`config.mk`:
```
export PLATFORM = sky130hd
export DESIGN_NAME = icache_hit_logic_flat
export DESIGN_NICKNAME = d
export VERILOG_FILES = /design/src/cache_params_pkg.sv /design/src/cache_types_pkg.sv /design/src/icache_stage_if.sv /design/src/icache_hit_logic.sv /design/src/flat_wrapper.sv
export SDC_FILE = /design/constraint.sdc
export NUM_CORES = 1
export LEC_CHECK = 0
export BUFFER_PORTS_ARGS = -buffer_cell sky130_fd_sc_hd__buf_2
export CORE_AREA = 2 2 476 478
export DETAILED_ROUTE_END_ITERATION = 6
export DIE_AREA = 0 0 478 480
export PLACE_DENSITY = 0.32
export SYNTH_ARGS = -nofsm -noshare
export SYNTH_HDL_FRONTEND = slang
export SYNTH_SLANG_ARGS = --single-unit
```
`constraint.sdc`:
```
create_clock -name vclk -period 4.69
set_clock_uncertainty 0.05 [all_clocks]
set_input_delay 0.938 -clock vclk [all_inputs]
set_output_delay 0.938 -clock vclk [all_outputs]
set_load 0.02 [all_outputs]
```
`src/cache_params_pkg.sv`:
```
package cache_params_pkg;

    // Cache geometry
    localparam int num_ways    = 4;
    localparam int num_sets    = 16;
    localparam int line_bytes  = 32;
    localparam int offset_bits = 5;
    localparam int index_bits  = 4;
    localparam int tag_bits    = 23;
    localparam int line_bits   = 256;
    localparam int word_bits   = 32;

    // Byte address, split as tag | index | offset
    typedef logic [31:0] addr_t;

    // Bits 31 to 9 of the address
    typedef logic [tag_bits-1:0] tag_t;

    // Bits 8 to 5 of the address
    typedef logic [index_bits-1:0] index_t;

    // Byte within a line
    typedef logic [offset_bits-1:0] offset_t;

    // One full cache line
    typedef logic [line_bits-1:0] line_t;

    // One instruction word
    typedef logic [word_bits-1:0] word_t;

endpackage : cache_params_pkg
```
`src/cache_types_pkg.sv`:
```
package cache_types_pkg;

    import cache_params_pkg::*;

    // Way number within a set
    typedef logic [$clog2(num_ways)-1:0] way_t;

    // Tree PLRU bits of one set
    // bit 0 is the root, bit 1 picks within ways 0/1, bit 2 within ways 2/3
    typedef logic [num_ways-2:0] plru_t;

    // One valid flag per way, also the probe result
    typedef logic [num_ways-1:0] valid_vec_t;

    // Fill controller states
    typedef enum logic [2:0] {
        fill_idle_s,
        fill_probe_s,
        fill_demand_s,
        prefetch_probe_s,
        prefetch_s
    } fill_state_t;

endpackage : cache_types_pkg

```
`src/icache_stage_if.sv`:
```
`timescale 1ns/10ps

interface icache_stage_if (input logic clk);

    import cache_params_pkg::*;

    logic                 stage_valid;
    addr_t                stage_addr;
    tag_t                 way_tags [num_ways];
    logic [num_ways-1:0]  way_valids;
    line_t                way_lines [num_ways];

    // Lookup stage drives the registered set
    modport source (
        output stage_valid, stage_addr, way_tags, way_valids, way_lines
    );

    // Compare stage reads it
    modport sink (
        input clk, stage_valid, stage_addr, way_tags, way_valids, way_lines
    );

endinterface : icache_stage_if

```
`src/icache_hit_logic.sv`:
```
`timescale 1ns/10ps

module icache_hit_logic (
    icache_stage_if.sink             stage,
    output cache_params_pkg::word_t  cpu_rdata,
    output logic                     cpu_resp,
    output logic                     miss,
    output cache_params_pkg::addr_t  miss_addr,
    output logic                     hit_touch,
    output cache_params_pkg::index_t hit_index,
    output cache_types_pkg::way_t    hit_way
);

    import cache_params_pkg::*;
    import cache_types_pkg::*;

    tag_t       req_tag;
    offset_t    req_offset;
    valid_vec_t hits;
    logic       any_hit;
    logic [2:0] word_sel;

    assign req_tag    = stage.stage_addr[offset_bits+index_bits +: tag_bits];
    assign req_offset = stage.stage_addr[offset_bits-1:0];
    assign word_sel   = req_offset[4:2];

    // Tag match against the valid ways
    always_comb begin
        hit_way = '0;
        for (int w = 0; w < num_ways; w++) begin
            hits[w] = stage.way_valids[w] && stage.way_tags[w] == req_tag;
            if (hits[w]) begin
                hit_way = way_t'(w);
            end
        end
    end

    assign any_hit   = |hits;
    assign cpu_rdata = stage.way_lines[hit_way][word_bits*word_sel +: word_bits];

    // Response or miss in the compare cycle
    assign cpu_resp  = stage.stage_valid && any_hit;
    assign miss      = stage.stage_valid && !any_hit;
    assign miss_addr = stage.stage_addr;

    assign hit_touch = cpu_resp;
    assign hit_index = stage.stage_addr[offset_bits +: index_bits];

    // A line is never installed twice in one set
    a_single_hit: assert property (
        @(posedge stage.clk) stage.stage_valid |-> $onehot0(hits)
    );

endmodule : icache_hit_logic

```
`src/flat_wrapper.sv`:
```
// flat-port wrapper written by rule: the top's interface ports become plain ports
module icache_hit_logic_flat import cache_params_pkg::*; import cache_types_pkg::*;
  (cpu_rdata, cpu_resp, miss, miss_addr, hit_touch, hit_index, hit_way, clk, stage_stage_valid, stage_stage_addr, stage_way_tags, stage_way_valids, stage_way_lines);
  icache_stage_if stage_i (.clk(clk));
  output cache_params_pkg::word_t cpu_rdata;
  output logic cpu_resp;
  output logic miss;
  output cache_params_pkg::addr_t miss_addr;
  output logic hit_touch;
  output cache_params_pkg::index_t hit_index;
  output cache_types_pkg::way_t hit_way;
  input wire logic clk;
  input wire logic [$bits(stage_i.stage_valid)-1:0] stage_stage_valid;
  input wire logic [$bits(stage_i.stage_addr)-1:0] stage_stage_addr;
  input wire logic [$bits(stage_i.way_tags)-1:0] stage_way_tags;
  input wire logic [$bits(stage_i.way_valids)-1:0] stage_way_valids;
  input wire logic [$bits(stage_i.way_lines)-1:0] stage_way_lines;
  assign stage_i.stage_valid = stage_stage_valid;
  assign stage_i.stage_addr = stage_stage_addr;
  assign stage_i.way_tags = {>>{stage_way_tags}};
  assign stage_i.way_valids = stage_way_valids;
  assign stage_i.way_lines = {>>{stage_way_lines}};
  icache_hit_logic u_core (.stage(stage_i), .cpu_rdata(cpu_rdata), .cpu_resp(cpu_resp), .miss(miss), .miss_addr(miss_addr), .hit_touch(hit_touch), .hit_index(hit_index), .hit_way(hit_way));
endmodule
```
==> metrics.txt <==
# TYPE chip_impl_metric gauge
chip_impl_metric{name="vdd_drop_max",unit="mV"} 0.0444
chip_impl_metric{name="setup_total_negative_slack",unit="ns"} -13.44
chip_impl_info{name="critPathCaptureType",value="output port"} 1
chip_impl_info{name="largest_family_of_logic_cells_by_synthesized_area",value="compound AO/OA/AOI/OAI gates"} 1
chip_impl_metric{name="routedLengthMet1",unit="microns"} 99800
chip_impl_metric{name="first_pass_grt_wire_length",unit="microns"} 291000
chip_impl_metric{name="antenna_violating_nets_post_route",unit=""} 0
chip_impl_metric{name="met3_length",unit="microns"} 20400
chip_impl_metric{name="max_slew.worst_pin.slew",unit="ns"} 1.02
chip_impl_metric{name="synth_compound_gate_area_share",unit="%"} 40.1
chip_impl_info{name="worst-setup-path-type",value="input port to output port"} 1
chip_impl_metric{name="synth_xor_area_share",unit="%"} 7.59
chip_impl_metric{name="peak_clock_frequency_supported_by_timing",unit="MHz"} 191
chip_impl_metric{name="grt_antenna_before_repair",unit=""} 297
chip_impl_metric{name="floorplan.die_area",unit="sq mm"} 0.229
chip_impl_info{name="outcome",value="finished, violations left"} 1
chip_impl_metric{name="power_report.internal_total",unit="uW"} 984
chip_impl_info{name="worstSetupStartpoint",value="stage_way_tags[56]"} 1
chip_impl_metric{name="syn_area",unit="sq mm"} 0.0107
chip_impl_metric{name="powerDensity",unit="mW/mm^2"} 71.4
chip_impl_metric{name="io_pins",unit=""} 1227
chip_impl_metric{name="yosysWarningCount",unit=""} 0
chip_impl_metric{name="finalWorstPathRequiredPeriod",unit="ns"} 5.23
chip_impl_metric{name="multiplexer_area_fraction_after_synthesis",unit="%"} 14.7
chip_impl_metric{name="timing.final.ws_setup",unit="ns"} -0.542
chip_impl_info{name="worst_setup_path_start_kind",value="input port"} 1
chip_impl_metric{name="place_congestion",unit=""} 0.884
chip_impl_metric{name="nets",unit=""} 4525
chip_impl_metric{name="slew_violations",unit=""} 0
chip_impl_info{name="holdCritStartpoint",value="stage_stage_addr[6]"} 1
chip_impl_metric{name="drc_errors",unit=""} 0
chip_impl_metric{name="register_area",unit="sq um"} 0
chip_impl_metric{name="worstPathRequired",unit="ns"} 3.70
chip_impl_metric{name="critPathArrivalTime",unit="ns"} 4.24
chip_impl_info{name="rsz0062_at_grt",value="yes"} 1
chip_impl_metric{name="switchingPower",unit="uW"} 1200
chip_impl_info{name="routed.top_layer",value="met5"} 1
chip_impl_info{name="slowest_stage",value="sky130_fd_sc_hd__or4_4"} 1
chip_impl_info{name="synth.top_cells.by_area",value="sky130_fd_sc_hd__mux2i_1 11%, sky130_fd_sc_hd__nand2_1 8.7%, sky130_fd_sc_hd__o21ai_0 7.8%, sky130_fd_sc_hd__a211oi_1 7.5%, sky130_fd_sc_hd__a21oi_1 6.4%"} 1
chip_impl_metric{name="grt_pass1_vias",unit=""} 23700
chip_impl_info{name="path_common_cell",value="sky130_fd_sc_hd__buf_12"} 1
chip_impl_metric{name="delay_contributed_by_the_slowest_stage_of_the_critical_path",unit="ns"} 0.58
chip_impl_metric{name="dr.first_iter.drc_count",unit=""} 1497
chip_impl_metric{name="wl_met2",unit="microns"} 113000
chip_impl_info{name="synth_largest_area_cell",value="sky130_fd_sc_hd__mux2i_1"} 1
chip_impl_metric{name="die_h",unit="microns"} 480
chip_impl_metric{name="grt_overflow_total",unit=""} 0
chip_impl_metric{name="avgSynthCellArea",unit="sq um"} 6.11
chip_impl_metric{name="wl",unit="microns"} 242000
chip_impl_metric{name="timing.max_cap.violations",unit=""} 0
chip_impl_info{name="violations",value="negative setup slack"} 1
chip_impl_metric{name="rows",unit=""} 174
chip_impl_metric{name="hold_viol",unit=""} 0
chip_impl_metric{name="post_synth_fa_ha_maj_area_fraction",unit="%"} 0
chip_impl_metric{name="share_of_yosys_cell_area_claimed_by_the_top_area_cell_type",unit="%"} 11.3
chip_impl_metric{name="min_period_over_period",unit="%"} 112
chip_impl_metric{name="grt_max_degree",unit=""} 53
chip_impl_metric{name="power_switching_share",unit="%"} 54.9
chip_impl_metric{name="die_width",unit="microns"} 478
chip_impl_metric{name="power.clock.fraction",unit="%"} 0
chip_impl_metric{name="final_core_utilization",unit="%"} 13.6
chip_impl_metric{name="area.growth.synth_to_final",unit="%"} 185
chip_impl_metric{name="numPortBuffers",unit=""} 1210
chip_impl_metric{name="first_pass_detailed_route_iteration_total",unit=""} 5
chip_impl_metric{name="initial_core_util",unit="%"} 4.79
chip_impl_metric{name="p_leak",unit="uW"} 0.0132
chip_impl_metric{name="crit_path_max_fanout",unit=""} 6
chip_impl_metric{name="layout.sequential_cells",unit=""} 0
chip_impl_metric{name="wl_per_cell",unit="microns"} 37.6
chip_impl_metric{name="clock_buffers",unit=""} 0
chip_impl_metric{name="placed_area",unit="sq mm"} 0.0245
chip_impl_metric{name="route.vias.total",unit=""} 23300
chip_impl_metric{name="final_layout_size_suffix_gt1_share",unit="%"} 68.6
chip_impl_metric{name="globalRouteTotalUtil",unit="%"} 20.0
chip_impl_info{name="path_cells",value="buf_12, xor2_4, or4_4, or4_4, nor2_4, buf_12, buf_16, buf_8, a22o_4, a211oi_2, a2111o_2, a311oi_4, buf_12"} 1
chip_impl_metric{name="timing.max_slew.rel_slack",unit="%"} 31.8
chip_impl_info{name="min_path_type",value="input port to output port"} 1
chip_impl_metric{name="seq_area_frac_synth",unit="%"} 0
chip_impl_metric{name="hpwl",unit="microns"} 212000
chip_impl_metric{name="netlist_instances",unit=""} 1757
chip_impl_metric{name="core_region_area",unit="sq mm"} 0.224
chip_impl_metric{name="synthesis.nets",unit=""} 2911
chip_impl_metric{name="setup-violations-final",unit=""} 34
chip_impl_metric{name="synthSimpleGateAreaFrac",unit="%"} 27.5
chip_impl_metric{name="synth.distinct_cells",unit=""} 68
chip_impl_metric{name="seq_power_share",unit="%"} 0
chip_impl_metric{name="post_route_cell_area",unit="sq mm"} 0.0306
chip_impl_metric{name="route.detailed.vias_per_inst",unit=""} 3.62
chip_impl_metric{name="combinationalPowerShare",unit="%"} 100.0
## worst paths after layout
| kind | endpoint | slack (ns) | cells past startpoint |
|---|---|---|---|
| setup / recovery | cpu_rdata[27] | -0.54 | 13 |
| hold / removal | hit_index[1] | 1.83 | 0 |
## cell families after synthesis
family / Yosys count
buf+inv: 228
simple gates: 633
mux: 145
xor+xnor: 93
compound gates: 658
## routing by layer
metal / vias up / GRT usage (%)
li1: 9975 / -
met1: 11100 / 25.1
met2: 1544 / 34.4
met3: 506 / 5.40
met4: 164 / 3.48
met5: - / 0
## layout by cell type, fill, tap and decap left out, drive strengths merged, types with 44 or more instances in the layout
master / count
nand2: 251
nor4: 47
buf: 1822
a221oi: 44
diode: 70
mux2i: 121
nand3: 87
nor2: 118
xnor2: 55
o22ai: 46
a211oi: 108
a21oi: 137
o21ai: 169
## repair_timing
item | in CTS | in global routing
buffers inserted | 111 | 28
hold buffers | 0 | 0
pin swaps | 141 | 132
endpoints found under the setup margin | 36 | 34
resized for setup | 691 | 241
cloned | 22 | 2
## power groups by stage
stage,registers [uW],logic [uW],clock network (uW)
after floorplan,0,496,0
after global placement,0,1930,0
after detailed placement,0,1920,0
after CTS,0,2180,0
after global routing,0,2300,0.000682
final,0,2180,0.00155
## layout make-up
class | count | area, sq um
fill | 26100 | 193000
inverter | 5 | 21.3
antenna | 70 | 175
tap | 2992 | 3740
multi-input combinational | 1531 | 13400
timing repair buffer | 1833 | 13200
## worst max-delay path, delay by kind of cell
family / cells / cell delay, ns
AND/OR/NAND/NOR: 3 / 1.26
AO/OA/AOI/OAI: 4 / 1.10
buffers and inverters: 5 / 0.74
XOR/XNOR: 1 / 0.18
## metrics by stage
| stage | hold slack, ns | total power [uW] | setup slack [ns] | cells |
|---|---|---|---|---|
| 5_1_grt | 1.83 | 2300 | -0.612 | 6390 |
| 3_3_place_gp | 1.83 | 1930 | -1.74 | 6252 |
| 6_report | 1.83 | 2180 | -0.542 | 6431 |
| 4_1_cts | 1.83 | 2180 | -0.582 | 6361 |
| 3_5_place_dp | 1.83 | 1920 | -1.77 | 6252 |
| 2_1_floorplan | 1.94 | 496 | 0.0104 | 1757 |
## cells in the mapped netlist (36+ instances only)
library cell,instances
sky130_fd_sc_hd__nand2_1,250
sky130_fd_sc_hd__o21ai_0,168
sky130_fd_sc_hd__a21oi_1,137
sky130_fd_sc_hd__clkbuf_1,124
sky130_fd_sc_hd__mux2i_1,121
sky130_fd_sc_hd__nor2_1,117
sky130_fd_sc_hd__a211oi_1,107
sky130_fd_sc_hd__nand3_1,87
sky130_fd_sc_hd__xnor2_1,55
sky130_fd_sc_hd__nor4_1,46
sky130_fd_sc_hd__o22ai_1,46
sky130_fd_sc_hd__a221oi_1,44
sky130_fd_sc_hd__buf_4,40
sky130_fd_sc_hd__xor2_1,38
sky130_fd_sc_hd__and3_1,37
sky130_fd_sc_hd__buf_2,36
No activity file was read; power rests on OpenSTA's default activity.
