`config.mk`:
```
export PLATFORM = sky130hd
export DESIGN_NAME = icache_plru
export DESIGN_NICKNAME = d
export VERILOG_FILES = /design/src/cache_params_pkg.sv /design/src/cache_types_pkg.sv /design/src/icache_plru.sv
export SDC_FILE = /design/constraint.sdc
export NUM_CORES = 1
export LEC_CHECK = 0
export BUFFER_PORTS_ARGS = -buffer_cell sky130_fd_sc_hd__buf_2
export CAP_MARGIN = 20
export CORE_MARGIN = 2
export CORE_UTILIZATION = 30
export CTS_BUF_LIST = sky130_fd_sc_hd__clkbuf_16
export DETAILED_ROUTE_END_ITERATION = 7
export GPL_ROUTABILITY_DRIVEN = 0
export PLACE_DENSITY = 0.49
export SETUP_SLACK_MARGIN = 0.4
export SLEW_MARGIN = 20
export SYNTH_ARGS = -nofsm -noshare
export SYNTH_HDL_FRONTEND = slang
export SYNTH_SLANG_ARGS = --single-unit
```
`constraint.sdc`:
```
create_clock -name clk -period 1.65 [get_ports clk]
set_input_delay 0.165 -clock clk [delete_from_list [all_inputs] [get_ports clk]]
set_output_delay 0.165 -clock clk [all_outputs]
set_load 0.005 [all_outputs]
```
`src/cache_params_pkg.sv`:
```
package cache_params_pkg;

    // Cache geometry
    localparam int num_ways    = 4;
    localparam int num_sets    = 16;
    localparam int line_bytes  = 32;
    localparam int offset_bits = 5;
    localparam int index_bits  = 4;
    localparam int tag_bits    = 23;
    localparam int line_bits   = 256;
    localparam int word_bits   = 32;

    // Byte address, split as tag | index | offset
    typedef logic [31:0] addr_t;

    // Bits 31 to 9 of the address
    typedef logic [tag_bits-1:0] tag_t;

    // Bits 8 to 5 of the address
    typedef logic [index_bits-1:0] index_t;

    // Byte within a line
    typedef logic [offset_bits-1:0] offset_t;

    // One full cache line
    typedef logic [line_bits-1:0] line_t;

    // One instruction word
    typedef logic [word_bits-1:0] word_t;

endpackage : cache_params_pkg
```
`src/cache_types_pkg.sv`:
```
package cache_types_pkg;

    import cache_params_pkg::*;

    // Way number within a set
    typedef logic [$clog2(num_ways)-1:0] way_t;

    // Tree PLRU bits of one set
    // bit 0 is the root, bit 1 picks within ways 0/1, bit 2 within ways 2/3
    typedef logic [num_ways-2:0] plru_t;

    // One valid flag per way, also the probe result
    typedef logic [num_ways-1:0] valid_vec_t;

    // Fill controller states
    typedef enum logic [2:0] {
        fill_idle_s,
        fill_probe_s,
        fill_demand_s,
        prefetch_probe_s,
        prefetch_s
    } fill_state_t;

endpackage : cache_types_pkg

```
`src/icache_plru.sv`:
```
`timescale 1ns/10ps

module icache_plru (
    input  logic                     clk,
    input  logic                     rst,
    input  logic                     hit_touch,
    input  cache_params_pkg::index_t hit_index,
    input  cache_types_pkg::way_t    hit_way,
    input  logic                     fill_touch,
    input  cache_params_pkg::index_t fill_index,
    input  cache_types_pkg::way_t    fill_way,
    input  cache_params_pkg::index_t victim_index,
    output cache_types_pkg::way_t    victim_way
);

    import cache_params_pkg::*;
    import cache_types_pkg::*;

    plru_t plru_q [num_sets];

    // Point the tree away from the way just used
    function automatic plru_t touch(plru_t p, way_t w);
        plru_t n;
        n = p;
        n[0] = !w[1];
        if (w[1]) begin
            n[2] = !w[0];
        end else begin
            n[1] = !w[0];
        end
        return n;
    endfunction

    assign victim_way = plru_q[victim_index][0] ? {1'b1, plru_q[victim_index][2]}
                                                : {1'b0, plru_q[victim_index][1]};

    // Fill touch comes last so it wins on a shared set
    always_ff @(posedge clk) begin
        if (rst) begin
            for (int s = 0; s < num_sets; s++) begin
                plru_q[s] <= '0;
            end
        end else begin
            if (hit_touch) begin
                plru_q[hit_index] <= touch(plru_q[hit_index], hit_way);
            end
            if (fill_touch) begin
                plru_q[fill_index] <= touch(plru_q[fill_index], fill_way);
            end
        end
    end

    a_touch_clash: assert property (
        @(posedge clk) disable iff (rst) !(hit_touch && fill_touch && hit_index == fill_index)
    ) else $warning("hit and fill touch the same PLRU set");

endmodule : icache_plru

```
==> impl_metrics.json, run 1 <==
{
  "ys_seq_elements": 48,
  "cts_max_path_buffers": 2,
  "switching_power_summed_over_all_nets_uw": 865,
  "detail-route-antenna-nets": 0,
  "critical_path.top_delay_family": "multiplexers",
  "pwr-share-comb_pct": 20.4,
  "drtPass1Iterations": 5,
  "power_density_nw_per_um2": 722,
  "mappedNetlistArea_um2": 3250,
  "crit_buf_inv": 1,
  "layout.nets": 359,
  "worst_path_largest_cell_delay_ns": 0.50,
  "maxCapViolCount": 0,
  "first_global_vias": 2877,
  "detail_route.drc_violations": 0,
  "die_height_um": 108,
  "hold_path.class": "in2reg",
  "synth-edff-count": 48,
  "num_vias": 2934,
  "worst_slew_pin_slew_ns": 0.874,
  "fp.dieW_um": 108,
  "finalCritPeriodShare_pct": 127,
  "row_count": 38,
  "final_non_filler_cells": 480,
  "worst_hold_startpoint": "fill_way[1]",
  "violated_checks": "negative setup slack",
  "design.core.area_um2": 10700,
  "cts_num_sinks": 48,
  "worst_slew_margin_rel_pct": 41.7,
  "drive_gt1_share_pct": 45.9,
  "fin_crit_ns": 2.10,
  "sink_of_the_worst_hold_path": "plru_q[4][0]",
  "rsz0062_at_grt": "yes",
  "report.final.setup_viol": 2,
  "drt-initial-drc-count": 293,
  "syn_nets": 316,
  "ir_worst_vdd_mv": 0.387,
  "ys_types": 37,
  "number_of_antenna_violations_at_the_first_check_in_global_routing": 0,
  "htreeDepth": 2,
  "route.detailed.wl_per_inst_um": 23.0,
  "leakage_nw": 1.54,
  "antenna-diode-count": 0,
  "clk_slew_on_worst_s_h_paths_ns": 0.07,
  "setup_ws_ns": -0.453,
  "netlist_instances": 296,
  "registers.top_by_ff_count": "plru_q",
  "grt_pass1_wl_um": 16800,
  "synth_top_flop_cell": "edfxtp_1",
  "final_common_cell": "edfxtp_1",
  "largest_register_ff_count": 48,
  "ports": 22,
  "yosys_warnings": 0,
  "p_int_mw": 2.44,
  "avgViaCountPerCell": 6.11,
  "postLayoutCoreUtil_pct": 42.8,
  "routed_wirelength_um": 11100,
  "cp.arrival_ns": 1.94,
  "largest_registers": "plru_q (48)",
  "place.detailed.instances": 467,
  "setup.worst_path.class": "reg2out",
  "synth_sequential_area_ratio_pct": 44.3,
  "hpwl_um": 7750,
  "overflow": 0,
  "timing.critical_path.to_type": "output port",
  "timing.critical_path.slowest_stage_cell": "mux4_2",
  "cts_tree": "done",
  "timing.final.hold_violations": 0,
  "worst-endpoint-required_ns": 1.48,
  "synth.avg_cell_area_um2": 11.0,
  "maximum_number_of_pins_on_one_net_before_global_route_repair": 49,
  "grt_usage_pct": 19.4,
  "hold_buffers": 0,
  "synthArstFlopShare_pct": 0,
  "sw_frac_of_total_pct": 26.2,
  "initial_core_util_pct": 30.4,
  "max_clock_freq_mhz": 475,
  "most-common-layout-cells": "edfxtp_1 (48), buf_4 (37), o22ai_1 (35)",
  "sequential_group_share_of_total_power_pct": 43.6,
  "crit_fanout": 2,
  "crit_path_cell_trace": "mux4_2, mux2i_2, mux2i_1, mux2_1, buf_2",
  "cts_made_buffers": 5,
  "final_max_slew_viol_count": 0,
  "numPortBuffers": 21,
  "layout-area-overhead-vs-synth_pct": 40.7,
  "run_status": "complete, but fails checks",
  "die_area_um2": 11700,
  "worstSetupStartpointType": "flip-flop",
  "clock_power_share_pct": 36.0,
  "cts.root.buffer_cell": "clkbuf_16",
  "whs_path_depth": 3
}
power by group through the flow:
stage	Clock [mW]	Combinational, mW	Sequential, mW
after floorplan	0	0.379	1.45
after global placement	0	0.562	1.47
after detailed placement	0	0.566	1.47
after CTS	1.19	0.625	1.44
after global routing	1.24	0.715	1.44
final	1.19	0.672	1.44
metal layers:
layer / track usage (%) / routed length (um) / vias up
met1: 25.3 / 4560 / 1486
li1: - / - / 1315
met5: 0 / 0 / -
met3: 2.17 / 545 / 18
met4: 7.60 / 246 / 0
met2: 33.1 / 5710 / 115
how the worst max path moves through the flow:
stage	start	endpoint	slack, ns	cells past startpoint
after floorplan	plru_q[15][0]	victim_way[0]	0.12	4
after global placement	victim_index[0]	victim_way[0]	-0.28	6
after detailed placement	victim_index[0]	victim_way[0]	-0.29	6
after CTS	plru_q[15][0]	victim_way[0]	-0.48	5
after global routing	plru_q[15][0]	victim_way[0]	-0.53	5
final	plru_q[15][0]	victim_way[0]	-0.45	5
synth_stat cells (3+ instances only):
library cell	count	area, um2
edfxtp_1	48	1440
o22ai_1	48	300
nand2_1	23	86.3
clkbuf_1	20	75.1
nor2_1	17	63.8
a211o_1	16	140
a221o_1	16	160
o221ai_1	16	140
nor2b_1	10	62.6
nand3_1	9	45.0
buf_2	7	35.0
mux4_1	7	184
nand2b_1	6	37.5
mux4_2	5	113
and2_1	4	25.0
and3_1	4	25.0
nor3_1	4	20.0
xnor2_1	4	35.0
buf_1	3	11.3
mux2i_1	3	30.0
timing repair:
| action | 4_1_cts | 5_1_grt |
|---|---|---|
| endpoints found under the setup margin | 48 | 55 |
| setup buffers | 4 | 1 |
| resized for setup | 33 | 52 |
| pin swaps | 11 | 23 |
stage by stage:
stage | hold WS [ns] | TNS, ns | total power, mW | area, um2 | worst slack, ns
3_3_place_gp | 0.725 | -0.419 | 2.03 | 3960 | -0.281
4_1_cts | 0.436 | -0.768 | 3.26 | 4300 | -0.481
5_1_grt | 0.471 | -0.865 | 3.40 | 4580 | -0.529
3_5_place_dp | 0.731 | -0.539 | 2.03 | 3960 | -0.288
6_report | 0.456 | -0.708 | 3.30 | 4580 | -0.453
2_1_floorplan | 0.477 | 0 | 1.83 | 3470 | 0.123
kinds of logic after synthesis:
group	synth area share (%)
AND/OR/NAND/NOR	13.6
buffers and inverters	5.00
flip-flops	44.3
multiplexers	10.4
AO/OA/AOI/OAI	25.6
XOR/XNOR	1.08
final cells by class:
class | count | area [um2]
inverters | 1 | 3.75
well taps | 140 | 175
multi-input cells | 213 | 2140
clock inverters | 3 | 42.5
repair buffers | 70 | 649
fillers | 1010 | 6120
flip-flops and latches | 48 | 1440
clock buffers | 5 | 125
No activity file was read; power rests on OpenSTA's default activity.
==> inputs of run 2 (changes only) <==
PLACE_DENSITY = default   (was 0.49)
==> impl_metrics.json, run 2 (synthesized netlist as in run 1, its figures left out) <==
{
  "setup_ws_ns": -0.403,
  "fillerInstances": 924,
  "drive_gt1_share_pct": 52.7,
  "grt_usage_pct": 19.1,
  "clock_power_share_pct": 30.9,
  "maximum_number_of_pins_on_one_net_before_global_route_repair": 49,
  "cts.root.buffer_cell": "clkbuf_16",
  "run_status": "complete, but fails checks",
  "die_height_um": 108,
  "num_vias": 3080,
  "clk_slew_on_worst_s_h_paths_ns": 0.06,
  "fin_crit_ns": 2.05,
  "p_int_mw": 2.33,
  "most-common-layout-cells": "edfxtp_1 (48), buf_4 (43), nand2_1 (20), o22ai_2 (20)",
  "setup_tns_ns": -0.709,
  "place_ws_ns": -0.180,
  "max_clock_freq_mhz": 487,
  "die_area_um2": 11700,
  "route.detailed.wl_per_inst_um": 23.4,
  "pwr-share-comb_pct": 24.0,
  "timing.critical_path.slowest_stage_cell": "mux4_2",
  "overflow": 0,
  "final_common_cell": "edfxtp_1",
  "timing.final.hold_violations": 0,
  "drt-initial-drc-count": 351,
  "registers.top_by_ff_count": "plru_q",
  "report.final.setup_viol": 2,
  "worst_slew_pin_slew_ns": 0.620,
  "number_of_antenna_violations_at_the_first_check_in_global_routing": 0,
  "antenna-diode-count": 0,
  "worst_path_largest_cell_delay_ns": 0.47,
  "design.core.area_um2": 10700,
  "ir_worst_vdd_mv": 0.349,
  "routed_wirelength_um": 11500,
  "hpwl_um": 7500,
  "power_density_nw_per_um2": 637,
  "avgViaCountPerCell": 6.25,
  "hold_path.class": "in2reg",
  "cts_num_sinks": 48,
  "htreeDepth": 2,
  "finalCritPeriodShare_pct": 124,
  "cp.arrival_ns": 1.89,
  "final_max_slew_viol_count": 0,
  "maxCapViolCount": 0,
  "leakage_nw": 1.64,
  "post-route-cell-area_um2": 5040,
  "finalHoldWorstSlack_ns": 0.478,
  "grt_pass1_wl_um": 16700,
  "cts_max_path_buffers": 2,
  "fp.dieW_um": 108,
  "timing.critical_path.depth": 5,
  "pnr_total_power_mw": 3.21,
  "worst_path_most_repeated_cell": "mux2i_1",
  "worst_slew_margin_rel_pct": 58.6,
  "largest_register_ff_count": 48,
  "timing.critical_path.to_type": "output port",
  "first_global_vias": 2967,
  "detail_route.drc_violations": 0,
  "critical_path.top_delay_family": "multiplexers",
  "detail-route-antenna-nets": 0,
  "numPortBuffers": 21,
  "crit_buf_inv": 1,
  "setup.worst_path.class": "reg2out",
  "cts_made_buffers": 5,
  "switching_power_summed_over_all_nets_uw": 881,
  "worst-endpoint-required_ns": 1.48,
  "sw_frac_of_total_pct": 27.5,
  "row_count": 38,
  "worst_hold_startpoint": "fill_way[1]",
  "initial_core_util_pct": 30.4,
  "crit_fanout": 2,
  "largest_registers": "plru_q (48)",
  "violated_checks": "negative setup slack",
  "whs_path_depth": 3,
  "worstSetupStartpointType": "flip-flop",
  "drtPass1Iterations": 5,
  "rsz0062_at_grt": "yes",
  "layout-area-overhead-vs-synth_pct": 54.9,
  "crit_path_cell_trace": "mux4_2, mux2i_1, mux2i_1, mux2_1, buf_2",
  "ports": 22,
  "cts_tree": "done",
  "sequential_group_share_of_total_power_pct": 45.1,
  "sink_of_the_worst_hold_path": "plru_q[4][0]",
  "layout.nets": 372,
  "post_dp_cell_area_um2": 3990
}
## run 2: cell count changes in the layout (fill, tap and decap cells not counted), sizes merged
cell | previous run | this run
inv | 1 | 2
bufinv | 1 | 0
clkdlybuf4s15 | 0 | 1
clkinvlp | 0 | 1
buf | 70 | 79
clkinv | 2 | 1
clkbuf | 5 | 8
## run 2: cell type report
cell class	instances	area, um2	area share, %
Clock buffer	5	125	2.48
Clock inverter	3	15.0	0.298
Inverter	1	3.75	0.0745
Multi-Input combinational cell	213	2450	48.6
Sequential cell	48	1440	28.6
Tap cell	140	175	3.48
Timing Repair Buffer	83	831	16.5
## run 2: per-layer routing
layer,track usage (%),share of wire [%]
met4,8.33,3.5
met3,2.17,8.5
met5,0,0
met1,27.3,40
met2,29.1,48
## run 2: metrics by stage
| step | cells | utilization, % |
|---|---|---|
| finish | 493 | 47.1 |
| floorplan | 296 | - |
| global placement | 473 | 37.3 |
| detailed placement | 473 | 37.3 |
| global route | 493 | 47.1 |
| CTS | 488 | 41.7 |
## run 2: what timing repair did
item	CTS	global route
hold buffers	0	0
setup endpoints to repair	57	73
setup buffers	5	3
cloned	2	2
pin swaps	22	40
resized for setup	56	74
## run 2: how the worst max path moves through the flow
stage / from / endpoint / slack [ns]
after floorplan: plru_q[15][0] / victim_way[0] / 0.12
after global placement: victim_index[0] / victim_way[0] / -0.20
after detailed placement: victim_index[0] / victim_way[0] / -0.18
after CTS: plru_q[5][0] / victim_way[0] / -0.40
after global routing: plru_q[5][0] / victim_way[0] / -0.51
final: plru_q[5][0] / victim_way[0] / -0.40
## run 2: power groups by stage
stage	Clock, mW	Combinational [mW]	Sequential (mW)
2_1_floorplan	0	0.379	1.45
3_3_place_gp	0	0.560	1.47
3_5_place_dp	0	0.568	1.47
4_1_cts	0.981	0.660	1.45
5_1_grt	1.04	0.813	1.45
6_report	0.992	0.769	1.45
==> inputs of run 3 (changes only) <==
CORE_UTILIZATION = 35   (was 30)
TNS_END_PERCENT = 50   (was default)
==> impl_metrics.json, run 3 (synthesized netlist as in run 1, its figures left out) <==
{
  "sw_frac_of_total_pct": 28.4,
  "timing.final.hold_violations": 0,
  "sequential_group_share_of_total_power_pct": 44.3,
  "cts.root.buffer_cell": "clkbuf_16",
  "worst_path_most_repeated_cell": "mux2i_1",
  "grt_pass1_wl_um": 17500,
  "finalCritPeriodShare_pct": 124,
  "whs_path_depth": 3,
  "timing.critical_path.to_type": "output port",
  "crit_fanout": 2,
  "final_max_slew_viol_count": 0,
  "registers.top_by_ff_count": "plru_q",
  "fp.dieW_um": 100,
  "worstSetupStartpointType": "flip-flop",
  "cts_tree": "done",
  "drive_gt1_share_pct": 58.3,
  "p_int_mw": 2.34,
  "max_clock_freq_mhz": 487,
  "worst_slew_margin_rel_pct": 48.6,
  "run_status": "complete, but fails checks",
  "hold_path.class": "in2reg",
  "drtPass1Iterations": 5,
  "layout.nets": 367,
  "drt-initial-drc-count": 398,
  "ir_worst_vdd_mv": 0.380,
  "routed_wirelength_um": 11900,
  "rsz0062_at_grt": "yes",
  "violated_checks": "negative setup slack",
  "design.core.area_um2": 9110,
  "switching_power_summed_over_all_nets_uw": 929,
  "report.final.setup_viol": 2,
  "largest_registers": "plru_q (48)",
  "row_count": 35,
  "layout-area-overhead-vs-synth_pct": 58.9,
  "pwr-share-comb_pct": 24.3,
  "worst_slew_pin_slew_ns": 0.771,
  "timing.critical_path.slowest_stage_cell": "mux4_2",
  "first_global_vias": 3017,
  "die_height_um": 100,
  "route.detailed.wl_per_inst_um": 25.9,
  "avgViaCountPerCell": 6.91,
  "htreeDepth": 2,
  "detail_route.drc_violations": 0,
  "setup.worst_path.class": "reg2out",
  "ports": 22,
  "cts_num_sinks": 48,
  "die_area_um2": 10100,
  "cp.arrival_ns": 1.89,
  "clk_slew_on_worst_s_h_paths_ns": 0.07,
  "hold_buffers": 0,
  "worst-endpoint-required_ns": 1.48,
  "place_ws_ns": -0.163,
  "fin_crit_ns": 2.05,
  "setup_tns_ns": -0.502,
  "antenna-diode-count": 0,
  "leakage_nw": 1.66,
  "hpwl_um": 7220,
  "largest_register_ff_count": 48,
  "overflow": 0,
  "number_of_antenna_violations_at_the_first_check_in_global_routing": 0,
  "clock_power_share_pct": 31.4,
  "num_vias": 3171,
  "grt_usage_pct": 23.2,
  "initial_core_util_pct": 35.7,
  "maximum_number_of_pins_on_one_net_before_global_route_repair": 49,
  "numPortBuffers": 21,
  "cts_made_buffers": 5,
  "detail-route-antenna-nets": 0,
  "power_density_nw_per_um2": 632,
  "crit_path_cell_trace": "mux4_2, mux2i_1, mux2i_1, mux2_1, buf_2",
  "setup_ws_ns": -0.404,
  "most-common-layout-cells": "edfxtp_1 (48), buf_4 (33), o22ai_2 (25)",
  "final_common_cell": "edfxtp_1",
  "worst_path_largest_cell_delay_ns": 0.49,
  "cts_max_path_buffers": 2,
  "maxCapViolCount": 0
}
run 3: changes by cell type in the layout (fill, tap and decap cells not counted), sizes merged:
cell	delta
buf	-3
clkbuf	-1
clkdlybuf4s15	-1
clkinv	+2
clkinvlp	-1
inv	-1
run 3: power groups by stage:
stage | Clock, mW | Sequential, mW | Combinational (mW)
global route | 1.07 | 1.45 | 0.832
floorplan | 0 | 1.45 | 0.367
CTS | 1.00 | 1.45 | 0.688
detailed placement | 0 | 1.47 | 0.556
global placement | 0 | 1.47 | 0.545
finish | 1.03 | 1.45 | 0.793
run 3: per-stage QoR:
step                instance area (um2)  std cells  utilization [%]  power, mW  hold WS, ns
finish                             5170        459             56.7       3.27        0.497
global route                       5170        459             56.7       3.36        0.516
CTS                                4710        452             51.7       3.13        0.447
detailed placement                 3880        437             42.6       2.03        0.730
global placement                   3880        437             42.6       2.02        0.721
floorplan                          3410        296                -       1.82        0.477
run 3: final cells by class:
type | instances | area, um2
fill | 702 | 3940
multi-input combinational | 213 | 2620
sequential | 48 | 1440
timing repair buffer | 78 | 823
tap | 111 | 139
clock buffer | 5 | 125
clock inverter | 3 | 18.8
inverter | 1 | 3.75
run 3: final timing paths:
kind                     startpoint            end  slack (ns)
worst max-delay path  plru_q[10][0]  victim_way[0]       -0.40
worst min-delay path    fill_way[1]  plru_q[12][0]        0.50
run 3: layer usage:
layer	vias to the layer above	routed length (um)	track usage, %
li1	1334	-	-
met1	1566	4460	30.4
met2	227	5780	38.5
met3	44	1220	3.90
met4	0	434	8.85
met5	-	0	0
run 3: critical path, delay by kind of cell, from the launching register on:
family	cells	cell delay, ns
flops	1	0.42
mux	4	1.05
buf+inv	1	0.13
run 3: what timing repair did:
item	in CTS	in global routing
resized for setup	102	68
endpoints found under the hold margin	0	0
pin swaps	22	43
buffers inserted	4	7
cloned	3	0
setup endpoints to repair	81	97
