`config.mk`:
```
export PLATFORM = sky130hd
export DESIGN_NAME = icache_fill_ctrl_flat
export DESIGN_NICKNAME = d
export VERILOG_FILES = /design/src/cache_params_pkg.sv /design/src/cache_types_pkg.sv /design/src/icache_fill_if.sv /design/src/icache_fill_ctrl.sv /design/src/flat_wrapper.sv
export SDC_FILE = /design/constraint.sdc
export NUM_CORES = 1
export LEC_CHECK = 0
export ABC_AREA = 1
export BUFFER_PORTS_ARGS = -buffer_cell sky130_fd_sc_hd__buf_2
export CAP_MARGIN = 5
export CORE_AREA = 8 8 251 253
export DETAILED_ROUTE_END_ITERATION = 6
export DIE_AREA = 0 0 259 261
export GPL_TIMING_DRIVEN = 0
export PLACE_DENSITY_LB_ADDON = 0.12
export SETUP_SLACK_MARGIN = 0.05
export SYNTH_ARGS = -nofsm -noshare
export SYNTH_HDL_FRONTEND = slang
export SYNTH_SLANG_ARGS = --single-unit
```
`constraint.sdc`:
```
create_clock -name clk -period 13.16 [get_ports clk]
set_input_delay 1.974 -clock clk [delete_from_list [all_inputs] [get_ports clk]]
set_output_delay 1.974 -clock clk [all_outputs]
set_load 0.05 [all_outputs]
```
`src/cache_params_pkg.sv`:
```
package cache_params_pkg;

    // Cache geometry
    localparam int num_ways    = 4;
    localparam int num_sets    = 16;
    localparam int line_bytes  = 32;
    localparam int offset_bits = 5;
    localparam int index_bits  = 4;
    localparam int tag_bits    = 23;
    localparam int line_bits   = 256;
    localparam int word_bits   = 32;

    // Byte address, split as tag | index | offset
    typedef logic [31:0] addr_t;

    // Bits 31 to 9 of the address
    typedef logic [tag_bits-1:0] tag_t;

    // Bits 8 to 5 of the address
    typedef logic [index_bits-1:0] index_t;

    // Byte within a line
    typedef logic [offset_bits-1:0] offset_t;

    // One full cache line
    typedef logic [line_bits-1:0] line_t;

    // One instruction word
    typedef logic [word_bits-1:0] word_t;

endpackage : cache_params_pkg
```
`src/cache_types_pkg.sv`:
```
package cache_types_pkg;

    import cache_params_pkg::*;

    // Way number within a set
    typedef logic [$clog2(num_ways)-1:0] way_t;

    // Tree PLRU bits of one set
    // bit 0 is the root, bit 1 picks within ways 0/1, bit 2 within ways 2/3
    typedef logic [num_ways-2:0] plru_t;

    // One valid flag per way, also the probe result
    typedef logic [num_ways-1:0] valid_vec_t;

    // Fill controller states
    typedef enum logic [2:0] {
        fill_idle_s,
        fill_probe_s,
        fill_demand_s,
        prefetch_probe_s,
        prefetch_s
    } fill_state_t;

endpackage : cache_types_pkg

```
`src/icache_fill_if.sv`:
```
`timescale 1ns/10ps

interface icache_fill_if;

    import cache_params_pkg::*;

    // Line install
    logic                         install;
    logic                         install_demand;
    index_t                       install_index;
    logic [$clog2(num_ways)-1:0]  install_way;
    tag_t                         install_tag;
    line_t                        install_line;

    // Set probe
    addr_t                        probe_addr;
    logic                         probe_hit;
    logic [num_ways-1:0]          probe_valids;

    modport controller (
        output install, install_demand, install_index, install_way, install_tag,
        output install_line, probe_addr,
        input  probe_hit, probe_valids
    );

    modport array (
        input  install, install_demand, install_index, install_way, install_tag,
        input  install_line, probe_addr,
        output probe_hit, probe_valids
    );

endinterface : icache_fill_if

```
`src/icache_fill_ctrl.sv`:
```
`timescale 1ns/10ps

module icache_fill_ctrl (
    input  logic                     clk,
    input  logic                     rst,
    input  logic                     prefetch_en,
    input  logic                     miss,
    input  cache_params_pkg::addr_t  miss_addr,
    output logic                     mem_read,
    output cache_params_pkg::addr_t  mem_addr,
    input  cache_params_pkg::line_t  mem_rdata,
    input  logic                     mem_resp,
    icache_fill_if.controller        fill,
    output cache_params_pkg::index_t victim_index,
    input  cache_types_pkg::way_t    victim_way,
    output logic                     fill_touch,
    output cache_params_pkg::index_t fill_index,
    output cache_types_pkg::way_t    fill_way
);

    import cache_params_pkg::*;
    import cache_types_pkg::*;

    fill_state_t state_q;
    addr_t       fill_addr;
    addr_t       pend_addr;
    addr_t       next_addr;
    logic        pend;
    logic        inst_q;
    way_t        tgt_way;
    way_t        pick_way;
    line_t       line_q;

    function automatic logic same_line(addr_t a, addr_t b);
        return a[31:offset_bits] == b[31:offset_bits];
    endfunction

    assign next_addr = fill_addr + addr_t'(line_bytes);

    // Probe the pending miss, or the next line while prefetching
    assign fill.probe_addr = (state_q == prefetch_probe_s) ? next_addr : pend_addr;
    assign victim_index    = fill.probe_addr[offset_bits +: index_bits];

    // Lowest invalid way first, PLRU victim when the set is full
    always_comb begin
        pick_way = victim_way;
        for (int w = num_ways - 1; w >= 0; w--) begin
            if (!fill.probe_valids[w]) begin
                pick_way = way_t'(w);
            end
        end
    end

    assign mem_read = (state_q == fill_demand_s) || (state_q == prefetch_s);
    assign mem_addr = fill_addr;

    // Install one cycle after mem_resp
    assign fill.install       = inst_q;
    assign fill.install_index = fill_addr[offset_bits +: index_bits];
    assign fill.install_tag   = fill_addr[offset_bits+index_bits +: tag_bits];
    assign fill.install_way   = tgt_way;
    assign fill.install_line  = line_q;

    // Also releases a miss that asked for the line being prefetched
    assign fill.install_demand = inst_q && ((pend && same_line(pend_addr, fill_addr))
                                 || (miss && same_line(miss_addr, fill_addr)));

    assign fill_touch = inst_q;
    assign fill_index = fill.install_index;
    assign fill_way   = tgt_way;

    always_ff @(posedge clk) begin
        if (rst) begin
            state_q <= fill_idle_s;
            pend    <= 1'b0;
            inst_q  <= 1'b0;
        end else begin
            inst_q <= 1'b0;
            if (fill.install_demand) begin
                pend <= 1'b0;
            end else if (miss) begin
                pend <= 1'b1;
            end

            case (state_q)
                fill_idle_s: begin
                    if (pend && !inst_q) begin
                        state_q <= fill_probe_s;
                    end
                end
                fill_probe_s: begin
                    state_q <= fill_demand_s;
                end
                fill_demand_s: begin
                    if (mem_resp) begin
                        inst_q  <= 1'b1;
                        state_q <= prefetch_en ? prefetch_probe_s : fill_idle_s;
                    end
                end
                prefetch_probe_s: begin
                    // Wait out the demand install, skip a line already held
                    if (!inst_q) begin
                        state_q <= fill.probe_hit ? fill_idle_s : prefetch_s;
                    end
                end
                prefetch_s: begin
                    if (mem_resp) begin
                        inst_q  <= 1'b1;
                        state_q <= fill_idle_s;
                    end
                end
                default: begin
                    state_q <= fill_idle_s;
                end
            endcase
        end
    end

    always_ff @(posedge clk) begin
        if (state_q == fill_probe_s) begin
            fill_addr <= {pend_addr[31:offset_bits], {offset_bits{1'b0}}};
            tgt_way   <= pick_way;
        end else if (state_q == prefetch_probe_s && !inst_q) begin
            fill_addr <= next_addr;
            tgt_way   <= pick_way;
        end
        if (mem_read && mem_resp) begin
            line_q <= mem_rdata;
        end
        if (miss) begin
            pend_addr <= miss_addr;
        end
    end

    a_read_held: assert property (
        @(posedge clk) disable iff (rst) mem_read && !mem_resp |=> mem_read
    );

endmodule : icache_fill_ctrl

```
`src/flat_wrapper.sv`:
```
// flat-port wrapper written by rule: the top's interface ports become plain ports
module icache_fill_ctrl_flat import cache_params_pkg::*; import cache_types_pkg::*;
  (clk, rst, prefetch_en, miss, miss_addr, mem_read, mem_addr, mem_rdata, mem_resp, victim_index, victim_way, fill_touch, fill_index, fill_way, fill_install, fill_install_demand, fill_install_index, fill_install_way, fill_install_tag, fill_install_line, fill_probe_addr, fill_probe_hit, fill_probe_valids);
  icache_fill_if fill_i ();
  input  logic clk;
  input  logic rst;
  input  logic prefetch_en;
  input  logic miss;
  input  cache_params_pkg::addr_t miss_addr;
  output logic mem_read;
  output cache_params_pkg::addr_t mem_addr;
  input  cache_params_pkg::line_t mem_rdata;
  input  logic mem_resp;
  output cache_params_pkg::index_t victim_index;
  input  cache_types_pkg::way_t victim_way;
  output logic fill_touch;
  output cache_params_pkg::index_t fill_index;
  output cache_types_pkg::way_t fill_way;
  output wire logic [$bits(fill_i.install)-1:0] fill_install;
  output wire logic [$bits(fill_i.install_demand)-1:0] fill_install_demand;
  output wire logic [$bits(fill_i.install_index)-1:0] fill_install_index;
  output wire logic [$bits(fill_i.install_way)-1:0] fill_install_way;
  output wire logic [$bits(fill_i.install_tag)-1:0] fill_install_tag;
  output wire logic [$bits(fill_i.install_line)-1:0] fill_install_line;
  output wire logic [$bits(fill_i.probe_addr)-1:0] fill_probe_addr;
  input wire logic [$bits(fill_i.probe_hit)-1:0] fill_probe_hit;
  input wire logic [$bits(fill_i.probe_valids)-1:0] fill_probe_valids;
  assign fill_install = fill_i.install;
  assign fill_install_demand = fill_i.install_demand;
  assign fill_install_index = fill_i.install_index;
  assign fill_install_way = fill_i.install_way;
  assign fill_install_tag = fill_i.install_tag;
  assign fill_install_line = fill_i.install_line;
  assign fill_probe_addr = fill_i.probe_addr;
  assign fill_i.probe_hit = fill_probe_hit;
  assign fill_i.probe_valids = fill_probe_valids;
  icache_fill_ctrl u_core (.clk(clk), .rst(rst), .prefetch_en(prefetch_en), .miss(miss), .miss_addr(miss_addr), .mem_read(mem_read), .mem_addr(mem_addr), .mem_rdata(mem_rdata), .mem_resp(mem_resp), .fill(fill_i), .victim_index(victim_index), .victim_way(victim_way), .fill_touch(fill_touch), .fill_index(fill_index), .fill_way(fill_way));
endmodule
```
==> results.md, run 1 <==
* Outcome: complete, no violations
* Worst-path cell chain: buf_2 > inv_1 > nor2_1 > nand2_1 > nor2_1 > nand2_1 > nor2_1 > nand2_1 > a21oi_1 > buf_2
* CTS Buffer Depth at 3
* Area growth syn-to-layout at 45.8%
* Total congestion overflow at 0
* Mapped cell area at 0.0125 mm²
* Top-area cell type share of the netlist area at 0.760
* Sequential share of the synthesized area at 0.768
* Cell taking the most area after synthesis: edfxtp_1
* Crit path time final at 5.91 ns
* Layout cells sized above 1 at 0.467
* Drt pass-1 iters at 5
* Detail Placement HPWL at 49800 µm
* Skew final at 0.0119 ns
* Yosys warning total at 0
* DR vias/cell at 3.93
* DRC at 0
* Fmax at 169 MHz
* Vias in the first global route at 10300
* DR WL/cell at 24.1 µm
* Hold depth at 2
* CP Max Fanout at 34
* Number of max-slew violations in the final report at 0
* Final WL at 59700 µm
* H-tree lvl count at 2
* Peak VDD IR at 0.125 mV
* Post-layout util at 0.308
* First-pass GRT wire length at 80500 µm
* Die Y at 261 µm
* #FFs+latches synth at 322
* Worst-path clk slew at 0.05 ns
* Crit Path Category: input pin to output port
* Cts hold-fix bufs at 0
* Worst R2R End: u_core.fill.install_line[16]$_DFFE_PP_
* I/O Pins at 663
* Rows at 90
* Hold_sp: u_core.pend$_SDFFE_PP0P_
* Core box area at 0.0593 mm²
* Register-to-register setup slack at 10.00 ns
* Clock root buffer: clkbuf_16
* Post-CTS Setup Repair Bufs at 0
* Final worst-path cycle share at 0.449
* Hold Slack at 0.563 ns
* DIE WIDTH at 259 µm
* Hold Vio Cnt, Final at 0
* Mapped Cells at 945
* Crit path capture type: output port
* Worst Tran Pin Value at 1.03 ns
* Leakage Power at 8.11 nW
* Relative slew margins at 0.316
* CP max stage delay at 0.75 ns
* Clk_lat worst skew at 0.54 ns
* RSZ-0062 raised after global routing: no
* Pwr dens at 225 mW/mm²
* Fill count at 6208
* GP Congestion at 0.848
* CTS tree: built
* Final setup fails at 0
* Synth top area cells: edfxtp_1, nand2_1, inv_1
* Die footprint at 0.0676 mm²
* Port buffer count at 657
* Iter 0 DRT Violations at 582
* Data arrival time of the critical path at 3.93 ns
* Total clock buffers created by CTS at 41
* Nets at 1959
* Clock sink count at 322
* Post_cts resized at 0
* Yosys cell types at 29
* Worst path slowest cell: buf_2
* Cells on worst reg2reg path at 12
* Max-cap violations at 0
* Initial antenna violation count at 40
* Post-route antenna net violation count at 0
* FF-to-FF Start: u_core.state_q[2]$_SDFFE_PP0P_
* Mean post-synth cell area at 13.2 µm²
* Largest net degree at the start of global routing at 35
* Starting density of the core at 0.211
* Setup TNS at 0 ns
* Hold WC Path Type: register to register
* Worst Hold Path EP: u_core.pend$_SDFFE_PP0P_
* Worst Path Required at 11.19 ns
* Global Route Usage Sum at 0.169
* Routed via count at 9723
* CP Launch Type: input pin
==> Yosys cell counts, drive strengths merged <==
cell and n:
a21boi 1, a21oi 5, buf 49, clkbuf 6
clkinv 1, conb 1, dfxtp 5, edfxtp 317
ha 1, inv 126, nand2 265, nand3 18
nand3b 1, nand4 6, nor2 49, nor3 13
o21ai 46, xnor2 12, xor2 23
==> routing by layer <==
metal,vias to the layer above,track usage,wire (µm),part of all wire
met2,444,0.314,31700,0.53
li1,4553,-,-,-
met3,137,0.0704,5720,0.096
met4,8,0.0442,1720,0.029
met5,-,0,46,0.00077
met1,4581,0.173,20500,0.34
==> cells in the final DEF, fill, tap and decap left out, types with 6 or more instances in the layout <==
cell / instances
clkbuf_1: 18
clkinv_1: 13
nor3_1: 8
o21ai_1: 18
edfxtp_1: 317
nand2_1: 260
o21ai_0: 27
buf_2: 662
xor2_1: 23
buf_12: 8
buf_4: 43
nand4_1: 6
clkbuf_16: 41
xnor2_1: 12
nand3_1: 16
nor2_1: 43
inv_1: 121
==> report_power, final <==
part | internal (mW) | switching, mW
clock | 0.630 | 0.438
sequential | 1.37 | 0.112
combinational | 0.347 | 1.21
total | 2.35 | 1.76
==> critical path: cells and delay by family <==
kind | cells | cell delay (ns)
buffers and inverters | 3 | 1.14
and+or+nand+nor | 6 | 0.60
AOI/OAI and AO/OA | 1 | 0.20
==> registers in the layout (all words and copies together), names as in the netlist <==
register                  count
u_core.mem_addr              27
u_core.pend_addr             32
u_core.fill.install_way       2
u_core.pend                   1
u_core.state_q                3
u_core.fill.install_line    256
u_core.fill.install           1
==> kinds of logic after synthesis <==
group / count (synthesis) / share of synthesized area
buffers and inverters: 182 / 0.0686
adders and majority gates: 1 / 0.000999
xor gates and xnor gates: 35 / 0.0245
AOI/OAI and AO/OA: 52 / 0.0210
and+or+nand+nor: 352 / 0.116
other: 1 / 0.000300
DFF: 322 / 0.768
==> worst max-delay path by stage <==
stage / startpoint / to / slack, ns / cells past startpoint
global route: miss / fill_install_demand / 6.91 / 10
CTS: miss / fill_install_demand / 7.13 / 10
detailed placement: miss / fill_install_demand / 7.11 / 10
floorplan: mem_resp / u_core.fill.install_line[0]$_DFFE_PP_ / 3.97 / 2
finish: miss / fill_install_demand / 7.25 / 10
global placement: mem_resp / u_core.fill.install_line[117]$_DFFE_PP_ / 0.53 / 3
==> through the flow <==
step,std cells,cell area [µm²],total power [mW],setup WS [ns]
2_1_floorplan,949,12500,2.61,3.97
3_3_place_gp,2388,16800,3.12,0.529
3_5_place_dp,2397,17000,3.08,7.11
4_1_cts,2469,18200,4.18,7.13
5_1_grt,2470,18200,4.30,6.91
6_report,2474,18300,4.11,7.25
==> final cells by class <==
type                       instances  area (µm²)  share of cell area
sequential                       322        9620               0.527
timing repair buffer             666        3480               0.190
multi-input combinational        445        2070               0.114
clock buffer                      53        1070              0.0587
tap                              782         978              0.0536
inverter                         127         477              0.0261
buffer                            55         382              0.0209
clock inverter                    19         165             0.00905
antenna                            5        12.5            0.000685
Note: power is estimated with default switching activity, not from simulation.
==> inputs of run 2 (changes only) <==
--- a/config.mk
+++ b/config.mk
@@ -5,7 +5,7 @@
 export SDC_FILE = /design/constraint.sdc
 export NUM_CORES = 1
 export LEC_CHECK = 0
-export ABC_AREA = 1
+export ABC_AREA = 0
 export BUFFER_PORTS_ARGS = -buffer_cell sky130_fd_sc_hd__buf_2
 export CAP_MARGIN = 5
 export CORE_AREA = 8 8 251 253
==> constraint.sdc (replaced) <==
create_clock -name clk -period 5.82 [get_ports clk]
set_input_delay 0.873 -clock clk [delete_from_list [all_inputs] [get_ports clk]]
set_output_delay 0.873 -clock clk [all_outputs]
set_load 0.05 [all_outputs]
==> results.md, run 2 <==
* CTS Buffer Depth at 3 (unchanged)
* Hold WC Path Type: input pin to register
* Worst Tran Pin Value at 1.01 ns (-0.0141 ns)
* DR WL/cell at 24.5 µm (+1.7%)
* Skew final at 0.0257 ns (+0.0137 ns)
* #FFs+latches synth at 322 (unchanged)
* Setup TNS at 0 ns (unchanged)
* Total congestion overflow at 0 (unchanged)
* Port buffer count at 657 (unchanged)
* Crit path to: fill_probe_addr[31]
* Yosys warning total at 0 (unchanged)
* Starting density of the core at 0.201 (-0.0101)
* Most common cell in the netlist: edfxtp_1
* Internal power at 4.81 mW (+100%)
* Worst Path Required at 4.95 ns (-6.24 ns)
* Total clock buffers created by CTS at 41 (unchanged)
* Detail Placement HPWL at 44100 µm (-11%)
* Post-CTS Setup Repair Bufs at 0 (unchanged)
* Pwr dens at 430 mW/mm² (+91%)
* Relative slew margins at 0.326 (+0.00942)
* Routed via count at 8633 (-11%)
* Setup ws final at 1.62 ns (-5.64 ns)
* First-pass GRT wire length at 72200 µm (-10%)
* FF-to-FF Start: u_core.mem_addr[6]$_DFFE_PP_
* Final worst-path cycle share at 0.722
* Layout cells sized above 1 at 0.549 (+0.0826)
* Post-route antenna net violation count at 0 (unchanged)
* Crit path capture type: output port
* Worst-path clk slew at 0.06 ns (about the same)
* CP Launch Type: register
* Sequential share of the synthesized area at 0.807 (+0.0386)
* H-tree lvl count at 2 (unchanged)
* Global Route Usage Sum at 0.152 (-0.0171)
* Crit path from: u_core.mem_addr[6]$_DFFE_PP_
* Reg power frac at 0.395 (+0.034)
* Drt pass-1 iters at 4 (-1)
* Leakage Power at 7.11 nW (-12%)
* DIE WIDTH at 259 µm (unchanged)
* Max FFs per register at 256 (unchanged)
* CP max stage delay at 0.66 ns (-0.09 ns)
* Area growth syn-to-layout at 47.6%
* Largest net degree at the start of global routing at 67 (+91%)
* RSZ-0062 raised after global routing: no
* Max-cap violations at 0 (unchanged)
* Hold Vio Cnt, Final at 0 (unchanged)
* Synth top area cells: edfxtp_1, xnor2_1, buf_4
* Initial antenna violation count at 36 (-10%)
* Worst-path cell chain: ha_1 > nand3_1 > nor4_4 > nand4_1 > xor2_1 > o21ai_1 > buf_2
* CP Max Fanout at 8 (-76%)
* Core box area at 0.0593 mm² (unchanged)
* Clock power share at 0.317 (+0.057)
* Nets at 1699 (-13%)
* Number of synthesized flops with an enable pin at 317 (unchanged)
* DR vias/cell at 3.90 (-0.74%)
* Fmax at 238 MHz
* Die Y at 261 µm (unchanged)
* Switching portion of total power at 0.364 (-0.0641)
* Vias in the first global route at 9226 (-11%)
* Most common cell after layout, fill and taps aside: buf_2
* Die footprint at 0.0676 mm² (unchanged)
* Primary FF master, synth: edfxtp_1
* Clock sink count at 322 (unchanged)
* GP Congestion at 0.803 (-5.3%)
* Top-area cell type share of the netlist area at 0.799 (+0.0382)
* Final setup fails at 0 (unchanged)
* Iter 0 DRT Violations at 525 (-9.8%)
* Mapped cell area at 0.0119 mm² (-4.8%)
* Post_cts resized at 0 (unchanged)
* Top cells by count, synth: edfxtp_1, xnor2_1, buf_4, nor2_1, nand2_1
* Number of max-slew violations in the final report at 0 (unchanged)
* Cts hold-fix bufs at 0 (unchanged)
* Mapped Cells at 689 (-27%)
* Comb pwr share at 0.288 (-0.091)
* Peak VDD IR at 0.222 mV (+77%)
* Cells on worst reg2reg path at 6 (-6)
* Outcome: complete, no violations
* Most frequent cells in the layout: buf_2, edfxtp_1, xnor2_1
* Place WS at 1.84 ns (-5.27 ns)
* Worst path slowest cell: nor4_4
* Register-to-register setup slack at 3.19 ns (-6.81 ns)
* Final WL at 54300 µm (-9.0%)
* Cell taking the most area after synthesis: edfxtp_1
* Yosys cell types at 42 (+45%)
* I/O Pins at 663 (unchanged)
* FFs w/ async S/R, synth at 0 (unchanged)
* Data arrival time of the critical path at 3.33 ns (-0.60 ns)
* CTS tree: built
* Psw at 2.75 mW (+56%)
* Crit path time final at 4.20 ns
* Mean post-synth cell area at 17.3 µm² (+31%)
* Worst R2R End: u_core.mem_addr[31]$_DFFE_PP_
* Rows at 90 (unchanged)
* Crit Path Category: register to output port
* Clk_lat worst skew at 0.55 ns (about the same)
* Clock root buffer: clkbuf_16
* DRC at 0 (unchanged)
==> run 2: worst min-delay path by stage <==
stage | cells past startpoint | to | start
after global placement | 1 | u_core.pend$_SDFFE_PP0P_ | u_core.pend$_SDFFE_PP0P_
after global routing | 1 | u_core.fill.install_line[66]$_DFFE_PP_ | mem_rdata[66]
final | 1 | u_core.fill.install_line[83]$_DFFE_PP_ | mem_rdata[83]
after CTS | 1 | u_core.fill.install_line[188]$_DFFE_PP_ | mem_rdata[188]
after detailed placement | 1 | u_core.pend$_SDFFE_PP0P_ | u_core.pend$_SDFFE_PP0P_
after floorplan | 1 | u_core.pend$_SDFFE_PP0P_ | u_core.pend$_SDFFE_PP0P_
==> run 2: metrics by stage <==
step	power (mW)	area [µm²]	hold WS (ns)	utilization	std cells
after floorplan	4.56	11900	0.530	-	693
after global placement	5.26	16200	0.592	0.273	2132
after global routing	7.87	17600	0.450	0.296	2208
after CTS	7.69	17600	0.446	0.296	2206
final	7.56	17600	0.492	0.296	2213
after detailed placement	5.25	16300	0.591	0.275	2137
==> run 2: metal layers <==
metal / GRT usage / vias up / routed length, µm
met2: 0.276 / 461 / 28400
met4: 0.0380 / 8 / 1440
met3: 0.0719 / 108 / 5820
met5: 0 / - / 50
li1: - / 3934 / -
met1: 0.156 / 4122 / 18600
==> run 2: kinds of logic after synthesis <==
logic type	Yosys count	synth area share
buf+inv	83	0.0412
compound gates	71	0.0329
xor+xnor	80	0.0588
simple gates	129	0.0569
fa+ha+maj	1	0.00105
flops	322	0.807
mux	2	0.00189
other cells	1	0.000315
==> run 2: critical path: cells and delay by family (launching register included) <==
kind            cells  cell delay [ns]
flops               1             0.56
compound gates      1             0.25
xor+xnor            1             0.20
fa+ha+maj           1             0.26
simple gates        3             1.20
buf+inv             1             0.32
==> run 2: power groups by stage <==
| stage | logic [mW] | clock network (mW) | registers [mW] |
|---|---|---|---|
| after floorplan | 0.879 | 0 | 3.68 |
| after global placement | 2.18 | 0 | 3.08 |
| after detailed placement | 2.21 | 0 | 3.04 |
| after CTS | 2.21 | 2.49 | 2.99 |
| after global routing | 2.29 | 2.56 | 3.02 |
| final | 2.18 | 2.40 | 2.99 |
==> run 2: area by class of cell <==
class	instances	area, µm²
multi-input cells	288	1840
plain buffers	75	460
fillers	6137	41800
repair buffers	662	3420
well taps	782	978
inverters	8	30.0
clock inverters	22	179
diodes	7	17.5
flip-flops and latches	322	9620
clock buffers	47	1050
